**src/common/vec_consts.svh**
```systemverilog
/* Fixed sizes and encodings of the vector unit. VLEN is 512 with LMUL fixed at 1.
   Element width always follows SEW, so the load/store width field is not decoded. */
`ifndef VEC_CONSTS_SVH
`define VEC_CONSTS_SVH

// register geometry
`define VEC_VLEN  512
`define VEC_XLEN  32
`define VEC_WORDS 16
`define VEC_NREGS 32

// major opcodes
`define VEC_OP_LOAD  7'b0000111
`define VEC_OP_STORE 7'b0100111
`define VEC_OP_V     7'b1010111

// funct6 of the OPIVV forms that are kept
`define VEC_F6_ADD 6'b000000
`define VEC_F6_MAC 6'b111001

`endif

```
**src/common/vec_isa_pkg.sv**
```systemverilog
/* Instruction-side types. The vtype layout is the older one with SEW in bits 4:2
   and LMUL in bits 1:0; LMUL is carried but the unit always works as LMUL 1. */
`default_nettype none
`include "vec_consts.svh"

package vec_isa_pkg;

	// one whole vector register
	typedef logic [`VEC_VLEN-1:0] vreg_t;

	// vector register index
	typedef logic [4:0] vaddr_t;

	typedef enum logic [2:0] {
		OP_NONE,
		OP_VSETVLI,
		OP_VSETVL,
		OP_LOAD,
		OP_STORE,
		OP_ADD,
		OP_MAC
	} vec_op_e;

	// codes above SEW32 are reserved here
	typedef enum logic [2:0] {
		SEW8  = 3'd0,
		SEW16 = 3'd1,
		SEW32 = 3'd2
	} sew_e;

	typedef struct packed {
		logic [5:0] rsvd;
		sew_e       sew;
		logic [1:0] lmul;
	} vtype_t;

	typedef struct packed {
		vec_op_e op;
		vaddr_t  vd;
		vaddr_t  vs1;
		vaddr_t  vs2;
		vtype_t  vtype;
	} vec_insn_t;

endpackage

`default_nettype wire

```
**src/verilog/vec_decoder.sv**
```systemverilog
/* Unit-stride loads/stores with nf, mew and mop zero are accepted; anything else
   decodes as OP_NONE. The host must hold pcpi_insn until pcpi_ready. */
`default_nettype none
`include "vec_consts.svh"

module vec_decoder (
	input  logic                   clk,
	input  logic                   rst_n,
	input  logic                   pcpi_valid,
	input  logic [`VEC_XLEN-1:0]   pcpi_insn,
	input  logic                   ack,
	output vec_isa_pkg::vec_insn_t insn
);
	import vec_isa_pkg::*;

	logic [6:0] opcode;
	logic [2:0] funct3;
	logic [5:0] funct6;
	logic       unit_mem;
	vec_op_e    op_next;

	assign opcode = pcpi_insn[6:0];
	assign funct3 = pcpi_insn[14:12];
	assign funct6 = pcpi_insn[31:26];

	// nf, mew and mop all zero, lumop/sumop zero, vector width codes only
	assign unit_mem = (pcpi_insn[31:26] == 6'b0) && (pcpi_insn[24:20] == 5'b0)
		&& (funct3 inside {3'b000, 3'b101, 3'b110, 3'b111});

	always_comb begin
		op_next = OP_NONE;
		case (opcode)
			`VEC_OP_LOAD: begin
				if (unit_mem) begin
					op_next = OP_LOAD;
				end
			end
			`VEC_OP_STORE: begin
				if (unit_mem) begin
					op_next = OP_STORE;
				end
			end
			`VEC_OP_V: begin
				if (funct3 == 3'b111) begin
					// bit 31 splits vsetvli from vsetvl
					if (!pcpi_insn[31]) begin
						op_next = OP_VSETVLI;
					end else if (pcpi_insn[30:25] == 6'b0) begin
						op_next = OP_VSETVL;
					end
				end else if (funct3 == 3'b000) begin
					if (funct6 == `VEC_F6_ADD) begin
						op_next = OP_ADD;
					end else if (funct6 == `VEC_F6_MAC) begin
						op_next = OP_MAC;
					end
				end
			end
			default: op_next = OP_NONE;
		endcase
	end

	always_ff @(posedge clk) begin
		// ack knocks out the held word for one cycle
		if (!rst_n || !pcpi_valid || ack) begin
			insn.op <= OP_NONE;
		end else begin
			insn.op <= op_next;
		end
		insn.vd    <= pcpi_insn[11:7];
		insn.vs1   <= pcpi_insn[19:15];
		insn.vs2   <= pcpi_insn[24:20];
		insn.vtype <= vtype_t'(pcpi_insn[30:20]);
	end

endmodule

`default_nettype wire

```
**config.mk**
```make
export PLATFORM = sky130hd
export DESIGN_NAME = vec_decoder
export DESIGN_NICKNAME = d
export VERILOG_FILES = /design/src/common/vec_isa_pkg.sv /design/src/verilog/vec_decoder.sv
export VERILOG_INCLUDE_DIRS = /design/src /design/src/common
export SDC_FILE = /design/constraint.sdc
export NUM_CORES = 1
export LEC_CHECK = 0
export ABC_AREA = 1
export BUFFER_PORTS_ARGS = -buffer_cell sky130_fd_sc_hd__buf_4
export CAP_MARGIN = 20
export CORE_ASPECT_RATIO = 1.4
export CORE_MARGIN = 5
export CORE_UTILIZATION = 35
export DETAILED_ROUTE_END_ITERATION = 8
export PLACE_DENSITY = 0.73
export SYNTH_ARGS = -nofsm -noshare
export SYNTH_HDL_FRONTEND = slang
export SYNTH_SLANG_ARGS = --single-unit
```
**constraint.sdc**
```tcl
create_clock -name clk -period 0.8 [get_ports clk]
set_input_delay 0.12 -clock clk [delete_from_list [all_inputs] [get_ports clk]]
set_output_delay 0.12 -clock clk [all_outputs]
set_load 0.01 [all_outputs]
```
==> results.tsv <==
stage	metric	value	unit
run_status	status	complete, but fails checks	
run_status	violations	setup timing	
global_routing	grt_pass1_wl	4.55	mm
power	p_int	1.76	mW
timing	layout_min_cycle_time	0.926	ns
power	power_frac_seq	0.563	
worst_setup_path	cp_num_buf_inv	1	
layout	largest-register	insn	
flow_run	max_cap_viol_count	0	
layout	design_area	1660	sq um
floorplan	core_region_area	2200	sq um
global_routing	grt_pass1_vias	975	
power	power_leakage	0.802	nW
layout	largest_reg_flops	24	
clock_network	cts_sinks	24	
timing	fmax	1080	MHz
place	io_buffers	64	
timing	setup_viol	29	
route	route.detailed.drc	0	
floorplan	num_io_pins	65	
global_routing	grt.overflow.total	0	
worst_setup_path	crit_type	reg2out	
worst_setup_path	path_delay_family	flip-flops	
power	irDropWorstVdd	0.000952	V
logic_synthesis	syn_nets	133	
layout	final_common_cell	buf_4	
worst_setup_path	slowest_delay	0.38	ns
worst_setup_path	start_kind	flip-flop	
route	wire_per_inst	14.8	um
layout	antennaDiodeCount	0	
logic_synthesis	yosysTopAreaCellShare	0.587	
logic_synthesis	ys_seq_area_frac	0.587	
logic_synthesis	syn_area	818	sq um
worst_setup_path	crit_path_end_kind	primary output	
logic_synthesis	ys_ff_latch	24	
timing	slew-limit-headroom	0.857	
layout	fillCellCount	135	
timing	finalMaxSlewViolations	0	
layout	largestRegisters	insn x24	
logic_synthesis	synthDistinctLibCells	15	
worst_setup_path	path_cells	buf_6	
clock_network	tritoncts	done	
clock_network	htree_levels	1	
layout	nets	218	
floorplan	die_w	50.9	um
timing	min_period_over_period	1.16	
logic_synthesis	avgSynthCellArea	8.44	sq um
global_routing	grt_max_degree	13	
timing	worst_pin_slew	0.213	ns
power	p_sw_frac	0.237	
power	clock_power_share	0.224	
clock_network	clock_tree.root_cell	clkbuf_4	
worst_setup_path	cp_data_required_time	0.68	ns
global_routing	grt.total_usage	0.181	
route	routed_wl	2.99	mm
min_path	holdCritPathClass	in2reg	
layout	area_delta_synth_final	103	%
timing	setup_ws	-0.126	ns
logic_synthesis	netlist_instances	97	
route	firstDrtPassIters	3	
logic_synthesis	ys_top_cells_by_area	dfxtp_1 59%, nor2_1 8.3%, inv_1 6.0%, nand2_1 6.0%, nand3_1 5.5%	
layout	drive_gt1_frac	0.539	
floorplan	die_h	67.2	um
power	comb_power_share	0.213	
layout	layout_common_cells	35 x buf_4, 29 x buf_6, 24 x dfxtp_2	
place	dp_hpwl	1.87	mm
route	vias	940	
route	antenna_left	0	
worst_setup_path	critical_path_peak_fanout	2	
place	dpl-instance-area	1290	sq um
clock_network	cts-buffers-inserted	3	
logic_synthesis	synth_top_cell_by_area	dfxtp_1	
route	drt_iter0_markers	14	
clock_network	cts_buffer_depth	2	
logic_synthesis	yosys_warnings	0	
place	place_ws	-0.148	ns
place	gp_congestion	0.727	
global_routing	antenna_found_initial	0	
timing	rsz0062_at_grt	yes	
floorplan	floorplan.initialDensity	0.372	
clock_network	clk_pin_slew	0.11	ns
power	power.density	1390	nW/um^2
worst_setup_path	arrival	0.81	ns
timing	hold_viol	0	
power	p_sw	0.545	mW
worst_setup_path	cp_slowest_cell	dfxtp_2	
route	vias_per_cell	4.65	
floorplan	die_area	3420	sq um
floorplan	rows	20	
## kinds of logic (layout without fill, tap and decap cells)
logic type	after synthesis	after routing	synth area share
AOI/OAI and AO/OA	6	6	0.0367
buffers and inverters	18	101	0.106
DFF	24	24	0.587
and+or+nand+nor	49	49	0.271
## stage by stage
step                      hold slack, ns  total power, mW  instances  utilization  TNS, ns
after floorplan                    0.148             1.41         97            -        0
after global placement             0.226             1.64        178        0.585   -0.386
after detailed placement           0.226             1.66        178        0.585   -0.443
after CTS                          0.143             2.27        202        0.743    -2.44
after global routing               0.127             2.41        202        0.754    -3.78
final                              0.136             2.30        202        0.754    -2.63
## per-layer routing
metal	track usage	wire length [um]	up-vias
li1	-	-	462
met1	0.180	1100	419
met2	0.326	1510	54
met3	0.0662	312	5
met4	0.0863	70	0
met5	0	0	-
## power groups by stage
stage | clock (mW) | sequential, mW | combinational (mW)
6_report | 0.516 | 1.30 | 0.491
5_1_grt | 0.580 | 1.30 | 0.527
2_1_floorplan | 0 | 1.33 | 0.0806
3_3_place_gp | 0 | 1.30 | 0.348
3_5_place_dp | 0 | 1.30 | 0.356
4_1_cts | 0.508 | 1.29 | 0.472
## Yosys cell counts
master and n:
a21oi_1 2, buf_4 5, dfxtp_1 24, inv_1 13, nand2_1 13, nand2_2 1
nand3_1 9, nand3_2 1, nand3b_1 1, nor2_1 18, nor2_2 4, nor3_1 1
o21ai_0 3, o21ai_1 1, or2_1 1
## layout make-up
class                           count  area (sq um)  share of cell area
Clock buffer                        3          22.5              0.0136
Inverter                           13          48.8              0.0294
Multi-Input combinational cell     55           251               0.151
Sequential cell                    24           510               0.307
Tap cell                           22          27.5              0.0166
Timing Repair Buffer               85           800               0.482
## timing repair
item / CTS / global route
hold buffers: 21 / 0
endpoints found under the hold margin: 21 / 0
buffers inserted: 0 / 0
resized for setup: 42 / 11
setup endpoints to repair: 29 / 29
## worst paths after layout
path / depth (start not counted) / endpoint / startpoint
hold / removal: 4 / insn[28]$_SDFF_PP0_ / ack
setup / recovery: 1 / insn[0] / insn[0]$_DFF_P_
Note: power is estimated with default switching activity, not from simulation.
