## src/common/vec_consts.svh

```systemverilog
/* Fixed sizes and encodings of the vector unit. VLEN is 512 with LMUL fixed at 1.
   Element width always follows SEW, so the load/store width field is not decoded. */
`ifndef VEC_CONSTS_SVH
`define VEC_CONSTS_SVH

// register geometry
`define VEC_VLEN  512
`define VEC_XLEN  32
`define VEC_WORDS 16
`define VEC_NREGS 32

// major opcodes
`define VEC_OP_LOAD  7'b0000111
`define VEC_OP_STORE 7'b0100111
`define VEC_OP_V     7'b1010111

// funct6 of the OPIVV forms that are kept
`define VEC_F6_ADD 6'b000000
`define VEC_F6_MAC 6'b111001

`endif

```

## src/common/vec_isa_pkg.sv

```systemverilog
/* Instruction-side types. The vtype layout is the older one with SEW in bits 4:2
   and LMUL in bits 1:0; LMUL is carried but the unit always works as LMUL 1. */
`default_nettype none
`include "vec_consts.svh"

package vec_isa_pkg;

	// one whole vector register
	typedef logic [`VEC_VLEN-1:0] vreg_t;

	// vector register index
	typedef logic [4:0] vaddr_t;

	typedef enum logic [2:0] {
		OP_NONE,
		OP_VSETVLI,
		OP_VSETVL,
		OP_LOAD,
		OP_STORE,
		OP_ADD,
		OP_MAC
	} vec_op_e;

	// codes above SEW32 are reserved here
	typedef enum logic [2:0] {
		SEW8  = 3'd0,
		SEW16 = 3'd1,
		SEW32 = 3'd2
	} sew_e;

	typedef struct packed {
		logic [5:0] rsvd;
		sew_e       sew;
		logic [1:0] lmul;
	} vtype_t;

	typedef struct packed {
		vec_op_e op;
		vaddr_t  vd;
		vaddr_t  vs1;
		vaddr_t  vs2;
		vtype_t  vtype;
	} vec_insn_t;

endpackage

`default_nettype wire

```

## src/common/vec_bus_pkg.sv

```systemverilog
/* Bus-side types. Only whole 32-bit words move on the memory bus, so there is no
   byte strobe in the request; the top derives mem_wstrb from the write flag. */
`default_nettype none
`include "vec_consts.svh"

package vec_bus_pkg;

	// one word request, held with mem_valid until mem_ready
	typedef struct packed {
		logic [`VEC_XLEN-1:0] addr;
		logic [`VEC_XLEN-1:0] wdata;
		logic                 write;
	} mem_req_t;

	// response to the host core
	// waiting maps to pcpi_wait, the plain name is a reserved word
	typedef struct packed {
		logic                 wr;
		logic [`VEC_XLEN-1:0] rd;
		logic                 waiting;
		logic                 ready;
	} pcpi_rsp_t;

endpackage

`default_nettype wire

```

## src/verilog/vec_mem_port.sv

```systemverilog
/* One outstanding word request at a time, address steps by 4. A job of zero words
   gives done on the next cycle without bus traffic; wdata must stay stable for the job. */
`default_nettype none
`include "vec_consts.svh"

module vec_mem_port (
	input  logic                  clk,
	input  logic                  rst_n,
	input  logic                  start,
	input  logic                  write,
	input  logic [`VEC_XLEN-1:0]  base,
	input  logic [4:0]            words,
	input  vec_isa_pkg::vreg_t    wdata,
	output vec_isa_pkg::vreg_t    rdata,
	output logic                  done,
	output logic                  mem_valid,
	output vec_bus_pkg::mem_req_t mem_req,
	input  logic                  mem_ready,
	input  logic [`VEC_XLEN-1:0]  mem_rdata
);
	logic [4:0]           idx;
	logic [4:0]           words_q;
	logic                 write_q;
	logic [`VEC_XLEN-1:0] addr_q;

	assign mem_req = '{
		addr:  addr_q,
		wdata: wdata[idx[3:0]*`VEC_XLEN +: `VEC_XLEN],
		write: write_q
	};

	always_ff @(posedge clk) begin
		if (!rst_n) begin
			mem_valid <= 1'b0;
			done      <= 1'b0;
		end else begin
			done <= 1'b0;
			if (start) begin
				mem_valid <= (words != '0);
				done      <= (words == '0);
			end else if (mem_valid && mem_ready && (idx + 5'd1 == words_q)) begin
				// last word accepted
				mem_valid <= 1'b0;
				done      <= 1'b1;
			end
		end
	end

	always_ff @(posedge clk) begin
		if (start) begin
			addr_q  <= base;
			words_q <= words;
			write_q <= write;
			idx     <= '0;
			rdata   <= '0;
		end else if (mem_valid && mem_ready) begin
			if (!write_q) begin
				rdata[idx[3:0]*`VEC_XLEN +: `VEC_XLEN] <= mem_rdata;
			end
			addr_q <= addr_q + 32'd4;
			idx    <= idx + 5'd1;
		end
	end

endmodule

`default_nettype wire

```

## config.mk

```make
export PLATFORM = sky130hd
export DESIGN_NAME = vec_mem_port
export DESIGN_NICKNAME = d
export VERILOG_FILES = /design/src/common/vec_isa_pkg.sv /design/src/common/vec_bus_pkg.sv /design/src/verilog/vec_mem_port.sv
export VERILOG_INCLUDE_DIRS = /design/src /design/src/common
export SDC_FILE = /design/constraint.sdc
export NUM_CORES = 1
export LEC_CHECK = 0
export ABC_AREA = 1
export BUFFER_PORTS_ARGS = -buffer_cell sky130_fd_sc_hd__buf_2
export CELL_PAD_IN_SITES_DETAIL_PLACEMENT = 0
export CELL_PAD_IN_SITES_GLOBAL_PLACEMENT = 1
export CORE_AREA = 2 2 460 462
export CTS_BUF_LIST = sky130_fd_sc_hd__clkbuf_4 sky130_fd_sc_hd__clkbuf_8
export DETAILED_ROUTE_END_ITERATION = 10
export DIE_AREA = 0 0 462 464
export PLACE_DENSITY_LB_ADDON = 0.25
export SLEW_MARGIN = 30
export SYNTH_ARGS = -nofsm -noshare
export SYNTH_HDL_FRONTEND = slang
export SYNTH_SLANG_ARGS = --single-unit
```

## constraint.sdc

```tcl
create_clock -name clk -period 3.3 [get_ports clk]
set_input_delay 0.33 -clock clk [delete_from_list [all_inputs] [get_ports clk]]
set_output_delay 0.33 -clock clk [all_outputs]
set_load 0.02 [all_outputs]
```

==> flow_metrics.py, run 1 <==
metrics = {
    "status": {
        "status": "complete, no violations",
    },
    "routing": {
        "drt_first_pass_iters": 5,
        "via_per_inst": 4.34,
        "vias": 36600,
        "wirelength_um": 253000,
        "drt-initial-drc-count": 2927,
        "drc_errors": 0,
        "ant_nets": 0,
        "post_drt_wl_per_cell_um": 30.0,
    },
    "synth": {
        "syn_area_per_cell_sq_um": 6.70,
        "async_reset_ff_frac": 0,
        "synth_seq_area_share": 0.395,
        "yosysWarnings": 0,
        "synth_nets": 4954,
        "synth.cell_area_sq_um": 29200,
        "synth_flop_cell": "dfxtp_1",
        "ys_ff_latch": 557,
        "synth.distinct_cells": 43,
        "synthCells": 4362,
        "synth-edff-count": 38,
    },
    "cells_and_area": {
        "areaGrowthSynthToFinish_pct": 46.7,
        "drive_above_1_share": 0.297,
        "multiInputGateArea_sq_um": 15100,
        "nets": 6080,
        "register_area_sq_um": 11500,
        "fill_cells": 24100,
        "final_cells": 8433,
    },
    "placement": {
        "place_congestion": 0.949,
        "dp_slack_ps": 316,
        "dpl.hpwl_um": 186000,
        "port_buffers": 1164,
        "place_inst": 8074,
    },
    "global_route": {
        "grt_pass1_vias": 35300,
        "grt_pass1_wl_um": 328000,
        "grt-ovfl-total": 0,
        "grt_use_total": 0.225,
        "use_met1": 0.305,
        "grt_max_degree": 141,
        "grt_util_met3": 0.0563,
        "top_usage_layer": "met2",
        "antenna_found_initial": 97,
        "grt_util_met2": 0.349,
    },
    "worst_setup_path": {
        "cp-start-kind": "flop",
        "r2r_start": "idx[0]$_SDFFE_PP0P_",
        "cp-endpoint": "mem_req[12]",
        "rrSetupSlack_ps": 170,
        "startpoint": "idx[0]$_SDFFE_PP0P_",
        "endpoint_kind": "output port",
        "cp.required_ps": 2970,
        "crit_type": "flop to output port",
        "crit_arrival_ps": 2960,
        "cp_max_fo": 45,
        "rr_worst_depth": 14,
        "reg2reg_to": "mem_valid$_SDFFE_PN0P_",
    },
    "min_path": {
        "hold_class": "input port to flop",
    },
    "power_and_ir_drop": {
        "swShare": 0.460,
        "p_per_area_nw_per_um2": 630,
        "p_sw_w": 0.0124,
        "seqPwrFrac": 0.260,
        "pwr-share-clk": 0.312,
        "peakVddDrop_uv": 375,
        "total_leakage_power_nw": 19.1,
        "pwr-share-comb": 0.428,
        "cellInternalPower_w": 0.0146,
    },
    "timing": {
        "tightest_slew_ps": 1050,
        "drv_slew": 0,
        "min_period_over_period": 0.996,
        "grt_setup_unrepaired": "true",
        "slew_headroom": 0.300,
        "worst_slack_ps": 14.7,
        "min_period_ps": 3290,
        "timing.fmax_mhz": 304,
        "setup_violations": 0,
        "hold_viol_final": 0,
        "skew_ps": 38.0,
    },
    "die": {
        "die_h_um": 464,
        "initial_core_util": 0.140,
        "rows": 168,
        "core_sq_um": 209000,
        "dieArea_sq_um": 214000,
        "ios": 1165,
        "die_w_um": 462,
    },
    "clock_network": {
        "cts-htree-levels": 3,
        "cts-root-buf": "clkbuf_8",
        "clock_latency_ps": 880,
        "clk_pin_slew_ps": 70,
        "cts_sinks": 557,
        "cts_tree": "built",
        "cts_made_buffers": 113,
        "cts.path.max_buffers": 3,
    },
    "run": {
        "cap_viol_max_count": 0,
    },
}
==> cell families after synthesis <==
group / after synthesis / synth area share
AND/OR/NAND/NOR: 2162 / 0.314
AO/OA/AOI/OAI: 885 / 0.179
buffers and inverters: 734 / 0.104
flip-flops: 557 / 0.395
XOR/XNOR: 18 / 0.00539
adder cells (fa/ha/maj): 6 / 0.00257
==> critical path, cell delays in order (launching register included) <==
cell      delay, ps
dfxtp_4         490
buf_16          230
buf_16          250
o21ai_0         120
o221ai_1        300
nand3_2         220
nand2_1         200
buf_2           220
==> synthesized netlist by cell type (2+ instances only) <==
master,instances,share of area
nor2_1,835,0.11
nand2_1,721,0.093
dfxtp_1,519,0.36
o21ai_0,423,0.072
inv_1,329,0.042
nand3_1,326,0.056
clkbuf_1,219,0.028
a21oi_1,190,0.033
o221ai_1,128,0.038
nor3_1,125,0.021
buf_2,116,0.020
nand4_1,105,0.022
a211oi_1,89,0.023
edfxtp_1,38,0.039
buf_1,27,0.0035
a31oi_1,25,0.0054
buf_4,24,0.0062
nor3_2,14,0.0048
o211a_1,13,0.0045
nor4_1,12,0.0026
inv_2,9,0.0012
o21ai_1,9,0.0015
xnor2_1,9,0.0027
xor2_1,9,0.0027
nor2_2,8,0.0017
buf_6,6,0.0023
ha_1,6,0.0026
nand2_2,5,0.0011
nor2_4,4,0.0015
o22ai_1,4,0.00086
inv_4,2,0.00043
nand3b_1,2,0.00051
==> power groups by stage <==
stage / Combinational [W] / Sequential [W] / Clock, W
floorplan: 0.00518 / 0.00718 / 0
global placement: 0.0101 / 0.00714 / 0
detailed placement: 0.0101 / 0.00714 / 0
CTS: 0.0112 / 0.00702 / 0.00877
global route: 0.0122 / 0.00703 / 0.00899
finish: 0.0116 / 0.00702 / 0.00842
==> repair_timing <==
action / in CTS / in global routing
hold buffers: 74 / 0
setup endpoints to repair: 32 / 31
resized for setup: 47 / 64
setup buffers: 3 / 8
endpoints found under the hold margin: 134 / 0
gates cloned: 15 / 4
pin swaps: 3 / 16
==> stage by stage <==
step	hold WS (ps)	total power (W)	setup TNS [ps]	area (sq um)	utilization
CTS	151	0.0270	-347	42300	0.202
global placement	448	0.0173	0	38300	0.183
detailed placement	453	0.0172	0	38300	0.183
floorplan	429	0.0124	0	29200	-
global route	200	0.0282	-481	42800	0.205
finish	266	0.0270	0	42900	0.205
==> how the worst min path moves through the flow <==
stage                       startpoint                       to  slack, ps  cells after the start
5_1_grt                       base[16]     addr_q[16]$_DFFE_PN_        200                      4
2_1_floorplan                 words[0]     words_q[0]$_DFFE_PP_        430                      0
6_report                      base[30]     addr_q[30]$_DFFE_PN_        270                      4
3_5_place_dp   rdata[356]$_SDFFE_PP0P_  rdata[356]$_SDFFE_PP0P_        450                      2
4_1_cts                       base[26]     addr_q[26]$_DFFE_PN_        150                      4
3_3_place_gp    rdata[62]$_SDFFE_PP0P_   rdata[62]$_SDFFE_PP0P_        450                      2
==> cells in the final DEF (no fill, tap or decap), drive strengths merged, types with 5 or more instances in the layout <==
cell type / n
a31oi: 25
nor4: 12
bufinv: 5
o221ai: 128
xnor2: 9
a211oi: 89
nand4: 106
inv: 342
nand2: 727
clkinv: 18
xor2: 9
diode: 49
dlygate4sd3: 74
o21ai: 432
bufbuf: 5
clkbuf: 186
edfxtp: 38
nor3: 139
o211a: 13
nand3: 327
nor2: 847
dfxtp: 519
a21oi: 190
ha: 6
buf: 1321
==> state kept, by name, summed over array words and instances (netlist names) <==
signal and cells:
done 1, rdata 512, write_q 1, idx 5, words_q 5, addr_q 32
mem_valid 1
==> routing by layer <==
layer,up-vias,share of wire
met5,-,0.00079
met4,32,0.031
met3,328,0.071
met2,1470,0.44
met1,17900,0.46
li1,16900,-
==> final cells by class <==
type | instances | area share
Clock buffer | 182 | 0.0532
Tap cell | 2805 | 0.0819
Antenna cell | 49 | 0.00286
Multi-Input combinational cell | 3071 | 0.352
Timing Repair Buffer | 1404 | 0.204
Clock inverter | 24 | 0.00660
Inverter | 341 | 0.0310
Sequential cell | 557 | 0.269
Note: power is estimated with default switching activity, not from simulation.
==> run 2, diff against run 1 <==
--- a/constraint.sdc
+++ b/constraint.sdc
@@ -3,2 +3,2 @@
 set_output_delay 0.33 -clock clk [all_outputs]
-set_load 0.02 [all_outputs]
+set_load 0.01 [all_outputs]
==> run 2 against run 1 <==
Routed wire length shrank 1.8%. Largest cell class unchanged. Worst hold slack lost 5.0 ps. Clock-buffer cell count is the same. Cell count is essentially flat. Flip-flop and latch count is the same. Register-to-register slack gained 330 ps.
==> flow_metrics.py, run 2 (synthesized netlist as in run 1, its figures left out) <==
metrics = {
    "clock_network": {
        "cts_tree": "built",
        "cts_sinks": 557,
        "cts_made_buffers": 114,
        "cts-htree-levels": 3,
        "clock_latency_ps": 880,
        "cts.path.max_buffers": 3,
        "clk_pin_slew_ps": 60,
        "cts-root-buf": "clkbuf_8",
    },
    "routing": {
        "drt-initial-drc-count": 2672,
        "wl_met1_um": 115000,
        "wl_met2_um": 109000,
        "post_drt_wl_per_cell_um": 29.4,
        "wirelength_um": 248000,
        "highest_layer": "met5",
        "met3_length_um": 16300,
        "ant_nets": 0,
        "via_per_inst": 4.29,
        "drc_errors": 0,
        "vias": 36200,
        "drt_first_pass_iters": 7,
    },
    "worst_setup_path": {
        "startpoint": "idx[0]$_SDFFE_PP0P_",
        "slowest_stage": "nor2_1",
        "cpMostUsedCell": "buf_16",
        "cp.required_ps": 2970,
        "cp-start-kind": "flop",
        "endpoint_kind": "output port",
        "crit_arrival_ps": 2930,
        "cp_max_fo": 59,
        "critical_path.max_stage_delay_ps": 440,
        "path_cells": "buf_16 -> buf_16 -> nor2_1 -> o221ai_1 -> nand3_1 -> buf_4 -> nand2_1 -> buf_2",
        "crit_type": "flop to output port",
        "r2r_start": "idx[0]$_SDFFE_PP0P_",
    },
    "timing": {
        "tightest_slew_ps": 1070,
        "hold_slack_ps": 261,
        "drv_slew": 0,
        "slew_headroom": 0.286,
        "hold_viol_final": 0,
        "finalSetupTns_ps": 0,
        "min_period_over_period": 0.989,
        "setup_violations": 0,
        "skew_ps": 48.8,
        "grt_setup_unrepaired": "true",
        "timing.fmax_mhz": 307,
        "min_period_ps": 3260,
    },
    "placement": {
        "dpl.hpwl_um": 186000,
        "place_congestion": 0.955,
        "port_buffers": 1164,
    },
    "global_route": {
        "grt_max_degree": 165,
        "grt_pass1_wl_um": 327000,
        "grt-ovfl-total": 0,
        "grt_use_total": 0.223,
        "antenna_found_initial": 82,
        "grt_pass1_vias": 35700,
    },
    "cells_and_area": {
        "utilization": 0.203,
        "top_regs": "rdata (512), addr_q (32)",
        "largest_reg_flops": 512,
        "mostFrequentLayoutCell": "buf_2",
        "nets": 6075,
        "mostFrequentLayoutCells": "buf_2, nor2_1, nand2_1",
        "drive_above_1_share": 0.293,
        "top_register": "rdata",
        "areaGrowthSynthToFinish_pct": 45.5,
        "fill_cells": 24200,
    },
    "min_path": {
        "hp-start": "base[26]",
        "hold_class": "input port to flop",
    },
    "power_and_ir_drop": {
        "peakVddDrop_uv": 544,
        "pwr-share-comb": 0.410,
        "cellInternalPower_w": 0.0140,
        "p_sw_w": 0.0118,
        "swShare": 0.456,
        "total_leakage_power_nw": 19.0,
        "p_total_w": 0.0258,
        "p_per_area_nw_per_um2": 607,
        "pwr-share-clk": 0.319,
        "seqPwrFrac": 0.271,
    },
    "die": {
        "ios": 1165,
        "die_h_um": 464,
        "core_sq_um": 209000,
        "dieArea_sq_um": 214000,
        "initial_core_util": 0.140,
        "die_w_um": 462,
        "rows": 168,
    },
    "status": {
        "status": "complete, no violations",
    },
    "run": {
        "cap_viol_max_count": 0,
    },
}
run 2: cell count changes in the layout (fill, tap and decap cells not counted), moves of 6 or more:
cell      delta
nand3_1      +9
clkbuf_4     +6
o21ai_0     +11
clkbuf_8     -6
buf_12       -6
clkinv_2     +9
o21ai_1     -10
buf_16       -7
nand3_2      -9
run 2: worst max-delay path, delay by kind of cell (launching register included):
kind,cells,cell delay [ps]
buffers and inverters,4,760
AND/OR/NAND/NOR,3,640
flip-flops,1,380
AO/OA/AOI/OAI,1,230
run 2: metrics by stage:
step	cells	worst slack, ps	cell area (sq um)
global placement	8081	373	38400
global route	8395	-77.3	42400
CTS	8382	-98.8	42200
detailed placement	8081	377	38400
finish	8435	37.4	42500
floorplan	4362	632	29200
run 2: layout make-up:
| type | count | area, sq um | area share |
|---|---|---|---|
| inverters | 341 | 1320 | 0.0310 |
| flip-flops and latches | 557 | 11500 | 0.271 |
| multi-input cells | 3071 | 15000 | 0.352 |
| repair buffers | 1398 | 8510 | 0.200 |
| clock buffers | 182 | 2240 | 0.0527 |
| diodes | 49 | 123 | 0.00288 |
| well taps | 2805 | 3510 | 0.0825 |
| clock inverters | 32 | 289 | 0.00680 |
run 2: path summary, 6_finish.rpt:
check                                  to  slack (ps)  depth (start not counted)
setup reg to reg  rdata[122]$_SDFFE_PP0P_         500                          9
setup / recovery              mem_req[26]          40                          8
hold reg to reg    rdata[62]$_SDFFE_PP0P_         460                          2
hold / removal       addr_q[26]$_DFFE_PN_         260                          4
run 2: routing by layer:
layer | GRT usage | up-vias
met5 | 0 | -
met1 | 0.303 | 17700
met3 | 0.0508 | 272
li1 | - | 16900
met2 | 0.348 | 1260
met4 | 0.0626 | 24
run 2: power groups by stage:
stage	combinational [W]	sequential [W]	clock (W)
after floorplan	0.00504	0.00713	0
after global placement	0.00977	0.00714	0
final	0.0106	0.00700	0.00823
after global routing	0.0113	0.00701	0.00884
after detailed placement	0.00974	0.00714	0
after CTS	0.0106	0.00700	0.00859
run 2: what timing repair did:
action	CTS	global route
setup endpoints to repair	30	32
pin swaps	1	7
resized for setup	43	25
setup buffers	2	2
gates cloned	10	2
hold endpoints to repair	103	0
hold buffers	75	0
